### src/video_pkg.sv
//////////////////////////////////////////////////
// video timing package
// 640x480 at 60 Hz display timing and coordinates
//////////////////////////////////////////////////

package video_pkg;

    localparam int CORDW = 10;              // coordinate width in bits

    // visible area
    localparam int H_RES = 640;
    localparam int V_RES = 480;

    // horizontal blanking, in pixels
    localparam int H_FP    = 16;
    localparam int H_SYNC  = 96;
    localparam int H_BP    = 48;
    localparam int H_TOTAL = H_RES + H_FP + H_SYNC + H_BP;  // 800

    // vertical blanking, in lines
    localparam int V_FP    = 10;
    localparam int V_SYNC  = 2;
    localparam int V_BP    = 33;
    localparam int V_TOTAL = V_RES + V_FP + V_SYNC + V_BP;  // 525

    // sync windows, inclusive
    localparam int HS_START = H_RES + H_FP;                 // 656
    localparam int HS_END   = H_RES + H_FP + H_SYNC - 1;    // 751
    localparam int VS_START = V_RES + V_FP;                 // 490
    localparam int VS_END   = V_RES + V_FP + V_SYNC - 1;    // 491

    typedef logic [CORDW-1:0] coord_t;      // screen x or y

    // one pixel slot of the raster, syncs active low
    typedef struct packed {
        coord_t sx;
        coord_t sy;
        logic   hsync;
        logic   vsync;
        logic   de;                         // visible area
        logic   line_start;                 // sx == 0
    } timing_t;

endpackage

### src/sprite_pkg.sv
//////////////////////////////////////////////////
// sprite package
// bitmap, scale, colour and sprite FSM states
//////////////////////////////////////////////////

package sprite_pkg;

    // bitmap size in sprite pixels
    localparam int SPR_W = 8;
    localparam int SPR_H = 8;

    localparam int SPR_SCALE = 2;                   // screen pixels per bitmap pixel

    localparam int SPR_LINES = SPR_H * SPR_SCALE;  // screen lines covered by the sprite

    // counter widths
    localparam int SPR_BIT_W   = $clog2(SPR_W);
    localparam int SPR_ROW_W   = $clog2(SPR_H);
    localparam int SPR_SCALE_W = $clog2(SPR_SCALE);

    // letter F, row 0 in the top byte, bit 7 leftmost
    //   .XXXXXX.
    //   .X......
    //   .X......
    //   .XXXXX..
    //   .X......
    //   .X......
    //   .X......
    //   ........
    localparam logic [SPR_W*SPR_H-1:0] SPR_BITMAP = 64'h7E40_407C_4040_4000;

    typedef logic [SPR_W-1:0]       spr_row_t;      // one bitmap row
    typedef logic [SPR_BIT_W-1:0]   spr_bit_t;      // column within a row
    typedef logic [SPR_ROW_W-1:0]   spr_row_idx_t;  // row within the bitmap
    typedef logic [SPR_SCALE_W-1:0] spr_scale_t;    // repeat count per bit

    typedef logic [3:0] channel_t;                  // one colour channel

    // 4 bits per channel, 12 bits in all
    typedef struct packed {
        channel_t r;
        channel_t g;
        channel_t b;
    } colour_t;

    typedef enum logic [1:0] {
        SPR_IDLE,                                   // no sprite on this line
        SPR_WAIT_X,                                 // row chosen, waiting for sx
        SPR_DRAW,                                   // shifting out the row
        SPR_LINE_DONE                               // row finished for this line
    } spr_state_t;

endpackage

### src/display_timings.sv
//////////////////////////////////////////////////
// display timing generator
// raster counters, syncs, data enable, line start
//////////////////////////////////////////////////

`timescale 1ns/1ps

module display_timings (
    input  logic               clk_pix,
    input  logic               rst_n,
    output video_pkg::timing_t timing
);

    video_pkg::coord_t sx_next;
    video_pkg::coord_t sy_next;

    // everything the raster needs at one coordinate
    function automatic video_pkg::timing_t decode(
        input video_pkg::coord_t x,
        input video_pkg::coord_t y
    );
        video_pkg::timing_t t;
        t.sx         = x;
        t.sy         = y;
        t.hsync      = ~(x >= video_pkg::HS_START && x <= video_pkg::HS_END);  // active low
        t.vsync      = ~(y >= video_pkg::VS_START && y <= video_pkg::VS_END);
        t.de         = (x < video_pkg::H_RES) && (y < video_pkg::V_RES);
        t.line_start = (x == '0);
        return t;
    endfunction

    // next raster position, counting from the registered one
    always_comb begin
        sx_next = timing.sx;
        sy_next = timing.sy;
        if (timing.sx == video_pkg::H_TOTAL - 1) begin
            sx_next = '0;                       // end of line
            if (timing.sy == video_pkg::V_TOTAL - 1) begin
                sy_next = '0;                   // end of frame
            end else begin
                sy_next = timing.sy + 1'b1;
            end
        end else begin
            sx_next = timing.sx + 1'b1;
        end
    end

    // outputs registered together, reset holds (0,0)
    always_ff @(posedge clk_pix or negedge rst_n) begin
        if (!rst_n) begin
            timing <= decode('0, '0);           // first cycle after release shows (0,0)
        end else begin
            timing <= decode(sx_next, sy_next);
        end
    end

endmodule

### src/sprite_engine.sv
//////////////////////////////////////////////////
// sprite engine
// draws the scaled bitmap at a per-frame position
//////////////////////////////////////////////////

`timescale 1ns/1ps

module sprite_engine (
    input  logic               clk_pix,
    input  logic               rst_n,
    input  video_pkg::timing_t timing,
    input  video_pkg::coord_t  spr_x,
    input  video_pkg::coord_t  spr_y,
    output logic               spr_pix      // one cycle behind timing
);

    video_pkg::coord_t pos_x;               // position held for the frame
    video_pkg::coord_t pos_y;
    video_pkg::coord_t x_ref;               // position in use this cycle
    video_pkg::coord_t y_ref;
    video_pkg::coord_t y_off;               // line offset into the sprite
    video_pkg::coord_t y_row;

    logic frame_start;
    logic row_hit;
    logic armed;                            // row loaded, start on x match
    logic drawing;
    logic pix_d;

    sprite_pkg::spr_row_idx_t row_idx;
    sprite_pkg::spr_row_t     bitmap_row;
    sprite_pkg::spr_row_t     row_bits;
    sprite_pkg::spr_row_t     row_cur;
    sprite_pkg::spr_row_t     row_d;
    sprite_pkg::spr_bit_t     bit_idx;
    sprite_pkg::spr_bit_t     bit_cur;
    sprite_pkg::spr_bit_t     bit_d;
    sprite_pkg::spr_scale_t   scale_cnt;
    sprite_pkg::spr_scale_t   scale_cur;
    sprite_pkg::spr_scale_t   scale_d;
    sprite_pkg::spr_state_t   state;
    sprite_pkg::spr_state_t   state_d;

    // position and bitmap row for the current line
    always_comb begin
        frame_start = timing.line_start && (timing.sy == '0);  // (0,0)
        x_ref       = frame_start ? spr_x : pos_x;  // new position counts from pixel (0,0)
        y_ref       = frame_start ? spr_y : pos_y;
        y_off       = timing.sy - y_ref;            // wraps high above the sprite
        row_hit     = (y_off < sprite_pkg::SPR_LINES);
        y_row       = video_pkg::coord_t'(y_off / sprite_pkg::SPR_SCALE);
        row_idx     = y_row[sprite_pkg::SPR_ROW_W-1:0];
        // row 0 sits in the top byte
        bitmap_row  = sprite_pkg::spr_row_t'(sprite_pkg::SPR_BITMAP >>
                      ((sprite_pkg::SPR_H - 1 - row_idx) * sprite_pkg::SPR_W));
    end

    // FSM and row shifter
    always_comb begin
        state_d   = state;
        row_d     = row_bits;
        bit_d     = bit_idx;
        scale_d   = scale_cnt;
        pix_d     = 1'b0;
        row_cur   = row_bits;
        bit_cur   = bit_idx;
        scale_cur = scale_cnt;
        armed     = (state == sprite_pkg::SPR_WAIT_X);
        drawing   = (state == sprite_pkg::SPR_DRAW);

        if (timing.line_start) begin
            // each line starts over, cuts a row running past the line end
            state_d = row_hit ? sprite_pkg::SPR_WAIT_X : sprite_pkg::SPR_IDLE;
            row_d   = bitmap_row;
            row_cur = bitmap_row;
            armed   = row_hit;
            drawing = 1'b0;
        end

        if (armed && timing.sx == x_ref) begin
            drawing   = 1'b1;               // first bit on the matching pixel
            bit_cur   = '0;
            scale_cur = '0;
        end

        if (drawing) begin
            pix_d = row_cur[sprite_pkg::SPR_W-1];   // leftmost bit out
            if (scale_cur == sprite_pkg::SPR_SCALE - 1) begin
                row_d   = row_cur << 1;             // next bit
                bit_d   = bit_cur + 1'b1;
                scale_d = '0;
                if (bit_cur == sprite_pkg::SPR_W - 1) begin
                    state_d = sprite_pkg::SPR_LINE_DONE;
                end else begin
                    state_d = sprite_pkg::SPR_DRAW;
                end
            end else begin
                row_d   = row_cur;                  // hold the bit another cycle
                bit_d   = bit_cur;
                scale_d = scale_cur + 1'b1;
                state_d = sprite_pkg::SPR_DRAW;
            end
        end
    end

    always_ff @(posedge clk_pix or negedge rst_n) begin
        if (!rst_n) begin
            state     <= sprite_pkg::SPR_IDLE;
            bit_idx   <= '0;
            scale_cnt <= '0;
            pos_x     <= '0;
            pos_y     <= '0;
            spr_pix   <= 1'b0;
        end else begin
            state     <= state_d;
            bit_idx   <= bit_d;
            scale_cnt <= scale_d;
            spr_pix   <= pix_d;
            if (frame_start) begin
                pos_x <= spr_x;                     // sampled once per frame
                pos_y <= spr_y;
            end
        end
    end

    always_ff @(posedge clk_pix) begin
        row_bits <= row_d;                          // row shift register
    end

endmodule

### src/pixel_mixer.sv
//////////////////////////////////////////////////
// pixel mixer
// aligns timing to the sprite, registers VGA out
//////////////////////////////////////////////////

`timescale 1ns/1ps

module pixel_mixer (
    input  logic                clk_pix,
    input  logic                rst_n,
    input  video_pkg::timing_t  timing,
    input  logic                spr_pix,
    input  sprite_pkg::colour_t spr_colour,
    output logic                vga_hsync,
    output logic                vga_vsync,
    output sprite_pkg::colour_t vga
);

    video_pkg::timing_t timing_q;           // lines up with spr_pix

    // stage 1, match the sprite engine latency
    always_ff @(posedge clk_pix or negedge rst_n) begin
        if (!rst_n) begin
            timing_q <= video_pkg::timing_t'{
                sx:         '0,
                sy:         '0,
                hsync:      1'b1,           // syncs idle high
                vsync:      1'b1,
                de:         1'b0,
                line_start: 1'b0
            };
        end else begin
            timing_q <= timing;
        end
    end

    // stage 2, output register
    always_ff @(posedge clk_pix or negedge rst_n) begin
        if (!rst_n) begin
            vga_hsync <= 1'b1;
            vga_vsync <= 1'b1;
            vga       <= '0;
        end else begin
            vga_hsync <= timing_q.hsync;
            vga_vsync <= timing_q.vsync;
            vga       <= (timing_q.de && spr_pix) ? spr_colour : '0;  // black in blanking
        end
    end

endmodule

### src/sprite_display_top.sv
//////////////////////////////////////////////////
// sprite display top
// timing, sprite engine and mixer for 640x480
//////////////////////////////////////////////////

`timescale 1ns/1ps

module sprite_display_top (
    input  logic                clk_pix,
    input  logic                rst_n,
    input  video_pkg::coord_t   spr_x,      // sprite top left, taken at frame start
    input  video_pkg::coord_t   spr_y,
    input  sprite_pkg::colour_t spr_colour,
    output logic                vga_hsync,
    output logic                vga_vsync,
    output sprite_pkg::colour_t vga
);

    video_pkg::timing_t timing;             // raster bus
    logic               spr_pix;            // one cycle behind timing

    // raster source
    display_timings display_timings_inst (
        .clk_pix (clk_pix),
        .rst_n   (rst_n),
        .timing  (timing)
    );

    // sprite source
    sprite_engine sprite_engine_inst (
        .clk_pix (clk_pix),
        .rst_n   (rst_n),
        .timing  (timing),
        .spr_x   (spr_x),
        .spr_y   (spr_y),
        .spr_pix (spr_pix)
    );

    // combine and register, two cycles from timing to vga
    pixel_mixer pixel_mixer_inst (
        .clk_pix    (clk_pix),
        .rst_n      (rst_n),
        .timing     (timing),
        .spr_pix    (spr_pix),
        .spr_colour (spr_colour),
        .vga_hsync  (vga_hsync),
        .vga_vsync  (vga_vsync),
        .vga        (vga)
    );

endmodule

### config.mk
export PLATFORM = sky130hd
export DESIGN_NAME = sprite_display_top
export DESIGN_NICKNAME = d
export VERILOG_FILES = /design/src/video_pkg.sv /design/src/sprite_pkg.sv /design/src/display_timings.sv /design/src/sprite_engine.sv /design/src/pixel_mixer.sv /design/src/sprite_display_top.sv
export SDC_FILE = /design/constraint.sdc
export NUM_CORES = 1
export LEC_CHECK = 0
export ABC_AREA = 1
export BUFFER_PORTS_ARGS = -buffer_cell sky130_fd_sc_hd__buf_2
export CORE_UTILIZATION = 59
export DETAILED_ROUTE_END_ITERATION = 7
export PLACE_DENSITY_LB_ADDON = 0.08
export SYNTH_ARGS = -nofsm -noshare
export SYNTH_HDL_FRONTEND = slang
export SYNTH_HIERARCHICAL = 1
export SYNTH_SLANG_ARGS = --single-unit
### constraint.sdc
create_clock -name clk_pix -period 4.9 [get_ports clk_pix]
set_input_delay 0.49 -clock clk_pix [delete_from_list [all_inputs] [get_ports clk_pix]]
set_output_delay 0.49 -clock clk_pix [all_outputs]
set_load 0.02 [all_outputs]
-- After elaboration in Yosys (flattened, before gate mapping)
Cells that the tools add are included.
- output and inout port bits: 14
- word-level logic and storage cells: 74
- register bits after elaboration: 76
- input bits: 34
- eq/ne operators: 6
- magnitude comparators: 7
- reduce and logical (&&, ||, !) cells: 9
- mux-type cells: 22
- shifts and indexed selects: 1
- bitwise gates (word level): 2
- add/subtract/negate cells: 6
- operator list (cell ; count):
    63-bit by 32-bit >> shifter with 8-bit output, first input constant ; 1
    10-bit two-way mux ; 5
    8-bit two-way mux ; 3
    10-bit by 1-bit adder with 10-bit output, second input constant ; 2
    10-bit == test, second input constant ; 2
    10-bit logical NOT ; 2
    12-bit two-way mux ; 1
    10-bit == test ; 1
    10-bit greater-or-equal comparator, second input constant ; 1
    10-bit by 9-bit greater-or-equal comparator with 1-bit output, second input constant ; 1
    10-bit <= comparator, second input constant ; 1
    10-bit by 9-bit <= comparator with 1-bit output, second input constant ; 1
    10-bit < comparator, second input constant ; 1
    10-bit by 5-bit < comparator with 1-bit output, second input constant ; 1
    10-bit by 9-bit < comparator with 1-bit output, second input constant ; 1
    10-bit subtractor ; 1
    1-bit two-way mux ; 9
    1-bit logical AND ; 6
    3-bit two-way mux ; 2
    2-bit two-way mux ; 2
    3-bit by 3-bit subtractor with 4-bit output, first input constant ; 1
    3-bit by 1-bit adder with 3-bit output, second input constant ; 1
    3-bit == test, second input constant ; 1
    2-bit by 1-bit == test with 1-bit output, second input constant ; 1
    other kinds (4) ; 5

-- Depth between registers and ports, before layout
Gate-level depths: netlist (run 1).
- depth in word-level cells: 12
- mapped depth: 28
- gate-level depth less buffers: 27

-- By module
Netlist (run 1), hierarchy kept.
- by module, submodules not included (module ; cells an instance ; instances ; area an instance (um^2) ; seq. area each (um^2)):
    sprite_engine ; 336 ; 1 ; 2349.8 ; 835.8
    display_timings ; 203 ; 1 ; 1481.4 ; 605.6
    pixel_mixer ; 43 ; 1 ; 568.0 ; 430.4

-- Least setup slack after synthesis (run 1)
No wires, ideal clock.
- kind: register to register
- from: reg display_timings_inst/timing[10] (netlist name)
- to: reg sprite_engine_inst.bit_idx[2]
- period minus slack after synthesis: 3458 ps
- setup slack: 1442 ps
- stages on the path, launching flop included: 27
- required time: 4782 ps
- library setup time: 118 ps
- buffers on the path: 1
- data arrival time: 3340 ps
- cells stage by stage: dfrtp_1 > nor2_1 > nand2_2 > nor2_8 > nand2_1 > nor2_1 > buf_2 > nand2_1 > nand2_1 > inv_1 > ha_1 > a21oi_1 > nor2_1 > a211oi_1 > nand2_1 > nand2_1 > nand3_1 > nor2_1 > nand2_1 > nand2_2 > nand2_4 > nand2_2 > inv_1 > ha_1 > ha_1 > nand2_1 > nand2_1
- word-level cells in the longest chain between the ends: 10
- elaborated cells between the ends (all ways): 14
- classes of those cells: 2 x add/sub; 1 x order compare; 1 x eq/ne; 7 x mux; 3 x reduce/logical
- RTL lines (item ; line ; source):
    10-bit logical NOT * ; sprite_engine.sv:46 ; frame_start = timing.line_start && (timing.sy == '0);
    1-bit logical AND * ; sprite_engine.sv:46 ;
    10-bit two-way mux * ; sprite_engine.sv:48 ; y_ref = frame_start ? spr_y : pos_y;
    net sprite_engine_inst.y_ref[5] ; sprite_engine.sv:20 ; video_pkg::coord_t y_ref;
    10-bit subtractor * ; sprite_engine.sv:49 ; y_off = timing.sy - y_ref;
    10-bit by 5-bit < comparator with 1-bit output * ; sprite_engine.sv:50 ; row_hit = (y_off < sprite_pkg::SPR_LINES);
    1-bit two-way mux * ; sprite_engine.sv:71 ; if (timing.line_start) begin
    1-bit logical AND * ; sprite_engine.sv:80 ; if (armed && timing.sx == x_ref) begin
    3-bit two-way mux ; sprite_engine.sv:80 ;
    3-bit by 1-bit adder with 3-bit output ; sprite_engine.sv:90 ; bit_d = bit_cur + 1'b1;
    3-bit two-way mux ; sprite_engine.sv:88 ; if (scale_cur == sprite_pkg::SPR_SCALE - 1) begin
    to (signal assigned) ; sprite_engine.sv:116 ; bit_idx <= bit_d;
    to (decl) ; sprite_engine.sv:35 ; sprite_pkg::spr_bit_t bit_idx;
The timed path passes the listed nets; every way through them passes the cells marked *.
A chain may end at the register's enable or synchronous reset.

-- Worst setup path after layout (run 1)
- from: reg display_timings_inst/timing[8] (netlist name)
- to: reg sprite_engine_inst.bit_idx[2]
- word-level cells in the longest chain between the ends: 10
- elaborated cells between the ends (all ways): 14
- classes of those cells: 2 x add/sub; 1 x order compare; 1 x eq/ne; 7 x mux; 3 x reduce/logical
- RTL lines (item ; line):
    10-bit logical NOT * ; sprite_engine.sv:46
    1-bit logical AND * ; sprite_engine.sv:46
    10-bit two-way mux * ; sprite_engine.sv:48
    net sprite_engine_inst.y_ref[6] ; sprite_engine.sv:20
    10-bit subtractor * ; sprite_engine.sv:49
    10-bit by 5-bit < comparator with 1-bit output * ; sprite_engine.sv:50
    1-bit two-way mux * ; sprite_engine.sv:71
    1-bit logical AND * ; sprite_engine.sv:80
    3-bit two-way mux ; sprite_engine.sv:80
    3-bit by 1-bit adder with 3-bit output ; sprite_engine.sv:90
    3-bit two-way mux ; sprite_engine.sv:88
Marks and branches as above.

==> results of run 1 <==
[per-layer routing]
layer	global-route usage (%)	vias up
li1	-	1898
met1	32.9	1729
met2	42.6	70
met3	3.64	17
met4	11.4	0
met5	0	-
[state kept, by name, indices dropped and copies added, names as in the netlist]
name	cells
sprite_engine_inst/spr_pix	1
sprite_engine_inst/pos_x	10
sprite_engine_inst/scale_cnt	1
sprite_engine_inst/row_bits	8
sprite_engine_inst/bit_idx	3
pixel_mixer_inst/vga	12
pixel_mixer_inst/vga_vsync	1
pixel_mixer_inst/vga_hsync	1
display_timings_inst/timing	24
sprite_engine_inst/pos_y	10
sprite_engine_inst/state	2
pixel_mixer_inst/timing_q	3
[worst register-to-register path: stages (launching register included)]
cell,delay [ps]
dfrtp_1,500
nor2_1,170
nand2_2,120
nor2_8,170
nand2_1,80
nor2_1,580
nor2_1,90
nor2_1,160
inv_1,60
ha_1,340
a21oi_1,220
a21boi_0,290
nand2_1,90
nand2_1,60
nand3_1,70
nor2_1,80
nand2_1,70
nand2_2,100
nand2_4,100
nand2_2,80
inv_1,40
ha_1,190
ha_1,300
nand2_1,70
nand2_1,50
[cell families after synthesis]
family	after synthesis	synth area share, %
AO/OA/AOI/OAI	30	4.12
XOR/XNOR	12	2.39
adder cells (fa/ha/maj)	14	3.98
buffers and inverters	103	9.61
flip-flops	76	42.5
AND/OR/NAND/NOR	347	37.3
[cells in the final DEF, fill, tap and decap left out, types with 2 or more instances in the layout]
master,instances
a21boi_0,3
a21oi_1,6
and2_1,3
buf_2,47
bufinv_16,3
clkbuf_8,9
dfrtp_1,60
dfstp_2,8
dfxtp_1,8
ha_1,14
inv_1,91
inv_2,3
nand2_1,172
nand2_2,16
nand2_4,3
nand3_1,49
nand3_2,7
nand4_1,10
nor2_1,55
nor2_2,15
nor2_4,2
nor2_8,3
nor3_1,4
nor4_1,2
o21ai_0,9
o21ai_1,4
o21ai_2,2
o21bai_1,2
xnor2_1,6
xor2_1,6
[where the power goes]
group / switching (mW) / internal (mW)
logic: 0.0219 / 0.0128
clock network: 0.240 / 0.340
registers: 0.000232 / 0.627
total: 0.262 / 0.980
[layout make-up]
class / instances / area, µm²
tap: 99 / 124
clock buffer: 10 / 128
timing repair buffer: 48 / 243
sequential: 76 / 1870
inverter: 95 / 359
multi-input combinational: 403 / 2100
fill: 603 / 2270
clock inverter: 6 / 113
[final timing paths]
kind | startpoint | end | slack (ps) | depth (start not counted)
worst max-delay path | display_timings_inst/timing[8] | sprite_engine_inst/bit_idx[2] | 730 | 24
worst min-delay path | rst_n | sprite_engine_inst/pos_y[0] | 290 | 2
worst max register to register | display_timings_inst/timing[8] | sprite_engine_inst/bit_idx[2] | 730 | 24
min in group clk_pix | spr_colour[11] | pixel_mixer_inst/vga[11] | 350 | 3
max in group asynchronous | rst_n | sprite_engine_inst/pos_x[6] | 4010 | 2
worst min register to register | display_timings_inst/timing[3] | pixel_mixer_inst/timing_q[3] | 360 | 0
==> flow_summary.json, run 1 <==
{
  "yosysMostFrequentCell": "nand2_1",
  "io_buffers": 47,
  "nNetsFinal": 681,
  "die-height_um": 88.4,
  "synth_top_cell_by_area": "dfrtp_1",
  "rsz0062_at_grt": "false",
  "cp.arrival_ps": 4400,
  "syn_area_per_cell_um2": 7.56,
  "wl_met2_um": 4450,
  "postLayoutSetupSlackWorst_ps": 735,
  "antenna_found_initial": 0,
  "slew_viol_final": 0,
  "num_vias": 3714,
  "clk_pin_slew_ps": 80,
  "core_area_um2": 7210,
  "required_ps": 5140,
  "grt_pass1_vias": 3340,
  "dr.pass1.iters": 6,
  "timing.fmax_mhz": 240,
  "overflow": 0,
  "num_rows": 31,
  "grt_max_degree": 69,
  "htreeDepth": 3,
  "clock_skew_ps": 9.56,
  "status": "finished, final reports clean",
  "async_flop_share_pct": 89.5,
  "stdcell_count": 737,
  "syn-instance-count": 582,
  "ys_seq_elements": 76,
  "wl_met1_um": 4170,
  "period_share_pct": 85.0,
  "yosys_most_used_dff": "dfrtp_1",
  "dp_hpwl_um": 6760,
  "fin_setup_tns_ps": 0,
  "finalCriticalPeriod_ps": 4170,
  "cp-start-kind": "flip-flop",
  "drive_gt1_share_pct": 20.1,
  "crit_buf_inv": 2,
  "cpPeakStageDelay_ps": 580,
  "min_path_type": "in -> async",
  "dp_cells": 721,
  "path_cells": "nor2_1 > nand2_2 > nor2_8 > nand2_1 > nor2_1 > nor2_1 > nor2_1 > inv_1 > ha_1 > a21oi_1 > a21boi_0 > nand2_1 > nand2_1 > nand3_1 > nor2_1 > nand2_1 > nand2_2 > nand2_4 > nand2_2 > inv_1 > ha_1 > ha_1 > nand2_1 > nand2_1",
  "ys_types": 43,
  "cp-end-kind": "flip-flop",
  "cp_top_family": "simple AND/OR/NAND/NOR gates",
  "dieArea_um2": 7810,
  "timing_hold_violations_final": 0,
  "cts_sinks": 76,
  "placed_area_um2": 4700,
  "drtAntennaViolNets": 0,
  "pre_cts_ws_ps": 786,
  "drc": 0,
  "wl_per_cell_um": 12.4,
  "antenna_cells": 0,
  "leakage_nw": 2.70,
  "synth_top_area_share_pct": 34.1,
  "cts_setup_buffers": 0,
  "finalHoldWorstSlack_ps": 289,
  "routed_via_density": 5.04,
  "routed_wl_um": 9110,
  "syn_nets": 630,
  "die_x_um": 88.4,
  "cts_resized": 0,
  "root_buffer": "clkbuf_8",
  "wl_met3_um": 312,
  "vdd_drop_max_v": 0.000154,
  "netlist_area_um2": 4400,
  "critPathKind": "reg -> reg",
  "numCtsBuffers": 9,
  "synth_seq_area_share_pct": 42.5,
  "clk_path_buf_depth": 2,
  "powerDensity_nw_per_um2": 251,
  "synth-edff-count": 0,
  "ys_top_cells_by_count": "nand2_1, inv_1, dfrtp_1",
  "io_pins": 48,
  "drv_cap": 0,
  "cp_common_cell": "nand2_1",
  "cts_hold_buf": 0,
  "start_util_pct": 61.0,
  "finalSetupViolCount": 0,
  "total_power_mw": 1.24,
  "syn2layout_area_growth_pct": 12.3,
  "critPathMaxFanout": 13,
  "slew_headroom_pct": 42.8,
  "grt_pass1_wl_um": 15100,
  "top_layer": "met4",
  "ys_warn_count": 6,
  "gp_congestion": 0.955,
  "tightest_slew_ps": 859,
  "grt.total_usage_pct": 25.5,
  "slowest_stage": "nor2_1",
  "cts_tree": "yes",
  "clock_latency_ps": 350,
  "yosys-top-cells-area": "dfrtp_1, nand2_1, inv_1",
  "final_cell_area_um2": 4940,
  "drt-initial-drc-count": 196,
  "final_util_pct": 68.5
}
Power figures use the tool's default switching activity.
==> run 2: changes to the inputs <==
- ABC_AREA: 1 -> default
==> run 2 against run 1 <==
Sequential power is 0.6% higher. Largest cell class unchanged. Fmax is 9.6% lower. Hold slack better by 21 ps. Highest routed layer unchanged. Critical path type unchanged. Via count is 7.9% lower. Sequential share of layout area is 0.92 points higher. Design area is 2.3% lower. Die area is 2.1% lower. Count of clock-buffer cells in the layout is 1 lower. Register-to-register slack worse by 440 ps. Clock skew is 0.85 ps lower. First-iteration DRC count is 34% higher. Synthesized cell count is 24% lower.
==> flow_summary.json, run 2 <==
{
  "status": "finished, final reports clean",
  "synth-edff-count": 0,
  "num_rows": 30,
  "cts_resized": 0,
  "die_x_um": 87.4,
  "syn_area_per_cell_um2": 9.76,
  "multi_input_area_um2": 2220,
  "vdd_drop_max_v": 0.000160,
  "netlist_area_um2": 4300,
  "dr.pass1.iters": 4,
  "cts_hold_buf": 0,
  "synth_top_cell_by_area": "dfrtp_1",
  "period_share_pct": 94.0,
  "nNetsFinal": 540,
  "final_util_pct": 69.9,
  "timing_hold_violations_final": 0,
  "die-height_um": 87.4,
  "gp_congestion": 0.982,
  "required_ps": 5120,
  "overflow": 0,
  "drive_gt1_share_pct": 21.9,
  "core_area_um2": 6910,
  "r2r-end": "sprite_engine_inst/state[0]",
  "syn-instance-count": 441,
  "critPathMaxFanout": 18,
  "cp.arrival_ps": 4820,
  "top_layer": "met4",
  "numCtsBuffers": 9,
  "grt_pass1_vias": 3252,
  "slew_viol_final": 0,
  "antenna_found_initial": 0,
  "cp-start-kind": "flip-flop",
  "ys_types": 71,
  "cts_tree": "yes",
  "ys_warn_count": 6,
  "cp_top_family": "simple AND/OR/NAND/NOR gates",
  "fin_setup_tns_ps": 0,
  "routed_wl_um": 9200,
  "yosys-top-cells-area": "dfrtp_1, dfstp_2, xnor2_1",
  "io_pins": 48,
  "cpPeakStageDelay_ps": 590,
  "leakage_nw": 2.35,
  "regMostFlops": "display_timings_inst/timing",
  "slowest_stage": "or4b_4",
  "largest_register_ffs": 24,
  "htreeDepth": 3,
  "grt_pass1_wl_um": 15100,
  "cts_sinks": 76,
  "powerDensity_nw_per_um2": 232,
  "area.sequential_um2": 1870,
  "num_vias": 3422,
  "finalSetupViolCount": 0,
  "synth_top_area_share_pct": 34.9,
  "reg_top3": "display_timings_inst/timing x24, pixel_mixer_inst/vga x12",
  "cts_setup_buffers": 0,
  "wl_met2_um": 4350,
  "tightest_slew_ps": 836,
  "drt-initial-drc-count": 263,
  "routed_via_density": 5.77,
  "io_buffers": 47,
  "path_cells": "or4b_4 > or4_4 > buf_4 > o221ai_2 > inv_1 > ha_1 > a211oi_1 > a31oi_1 > o21ai_0 > and2_0 > xor2_1 > nand4_1 > and3_1 > ha_1 > ha_1 > a31oi_1 > nor2_1 > a31oi_1 > a21oi_1",
  "grt_max_degree": 69,
  "nFillCells": 596,
  "clock_skew_ps": 8.72,
  "crit_buf_inv": 2,
  "async_flop_share_pct": 89.5,
  "clock_latency_ps": 350,
  "slew_headroom_pct": 44.2,
  "yosysMostFrequentCell": "dfrtp_1",
  "ys_top_cells_by_count": "dfrtp_1, nand2_1, inv_1",
  "dp_hpwl_um": 6590,
  "critPathKind": "reg -> reg",
  "wl_met1_um": 4300,
  "final_common_cell": "dfrtp_1",
  "cp-end-kind": "flip-flop",
  "wl_per_cell_um": 15.5,
  "reg2reg_from": "display_timings_inst/timing[13]",
  "finalCriticalPeriod_ps": 4610,
  "finalHoldWorstSlack_ps": 310,
  "drc": 0,
  "clk_path_buf_depth": 2,
  "syn2layout_area_growth_pct": 12.2,
  "reg2regPathDepth": 19,
  "drtAntennaViolNets": 0,
  "antenna_cells": 0,
  "mostFrequentLayoutCells": "dfrtp_1, nand2_1, buf_2",
  "r2r_setup_slack_ps": 290,
  "yosys_most_used_dff": "dfrtp_1",
  "drv_cap": 0,
  "min_path_type": "in -> async",
  "timing.fmax_mhz": 217,
  "start_util_pct": 62.3,
  "clk_pin_slew_ps": 90,
  "synth_seq_area_share_pct": 43.5,
  "dieArea_um2": 7640,
  "syn_nets": 489,
  "grt.total_usage_pct": 25.8,
  "ys_seq_elements": 76,
  "wl_met3_um": 411,
  "root_buffer": "clkbuf_8"
}
[run 2: changes by cell type after synthesis, moves of 11 or more]
cell	delta
and3_1	+14
nor2_1	-34
nand2b_1	+11
nor2_2	-14
nand2_2	-16
inv_1	-61
nand2_1	-125
xnor2_1	+15
nand3_1	-33
mux2i_1	+13
[run 2: cells by family after synthesis]
logic type / count (synthesis) / share of synthesized area [%]
compound gates: 86 / 14.3
fa+ha+maj: 14 / 4.07
mux: 20 / 5.03
simple gates: 169 / 22.1
xor+xnor: 28 / 5.70
buf+inv: 48 / 5.32
flops: 76 / 43.5
[run 2: final cells by class]
cell class / count / share of cell area [%]
Clock buffer: 9 / 2.57
Clock inverter: 7 / 1.19
Inverter: 30 / 2.33
Multi-Input combinational cell: 317 / 46.0
Sequential cell: 76 / 38.8
Tap cell: 96 / 2.49
Timing Repair Buffer: 58 / 6.58
[run 2: worst reg2reg max path, stage by stage, from the launching register on]
cell      delay, ps
dfrtp_1         480
or4b_4          590
or4_4           490
buf_4           240
o221ai_2        240
inv_1            80
ha_1            210
a211oi_1        260
a31oi_1          90
o21ai_0         140
and2_0          180
xor2_1          210
nand4_1         200
and3_1          260
ha_1            190
ha_1            190
a31oi_1         170
nor2_1           80
a31oi_1         140
a21oi_1          50
[run 2: power by group]
group / total, mW / internal, mW / switching, mW
registers: 0.631 / 0.630 / 0.00153
clock network: 0.445 / 0.192 / 0.254
logic: 0.0460 / 0.0196 / 0.0264
[run 2: stage by stage]
step	worst slack [ps]	cells	power [mW]	area, µm²
2_1_floorplan	252	441	0.660	4300
3_3_place_gp	241	577	0.690	4630
3_5_place_dp	144	577	0.690	4630
4_1_cts	125	593	1.13	4810
5_1_grt	-10.4	593	1.16	4830
6_report	293	593	1.12	4830
[run 2: metal layers]
layer / up-vias / GRT usage [%]
li1: 1684 / -
met1: 1644 / 34.9
met2: 81 / 42.0
met3: 13 / 3.70
met4: 0 / 10.1
met5: - / 0
[run 2: worst max-delay path by stage]
stage,from,end,cells after the start
after floorplan,display_timings_inst/timing[0],sprite_engine_inst/state[0],23
after global placement,display_timings_inst/timing[11],sprite_engine_inst/state[0],19
after detailed placement,display_timings_inst/timing[11],sprite_engine_inst/state[0],20
after CTS,display_timings_inst/timing[11],sprite_engine_inst/state[0],20
after global routing,display_timings_inst/timing[4],sprite_engine_inst/state[0],19
final,display_timings_inst/timing[13],sprite_engine_inst/state[0],19
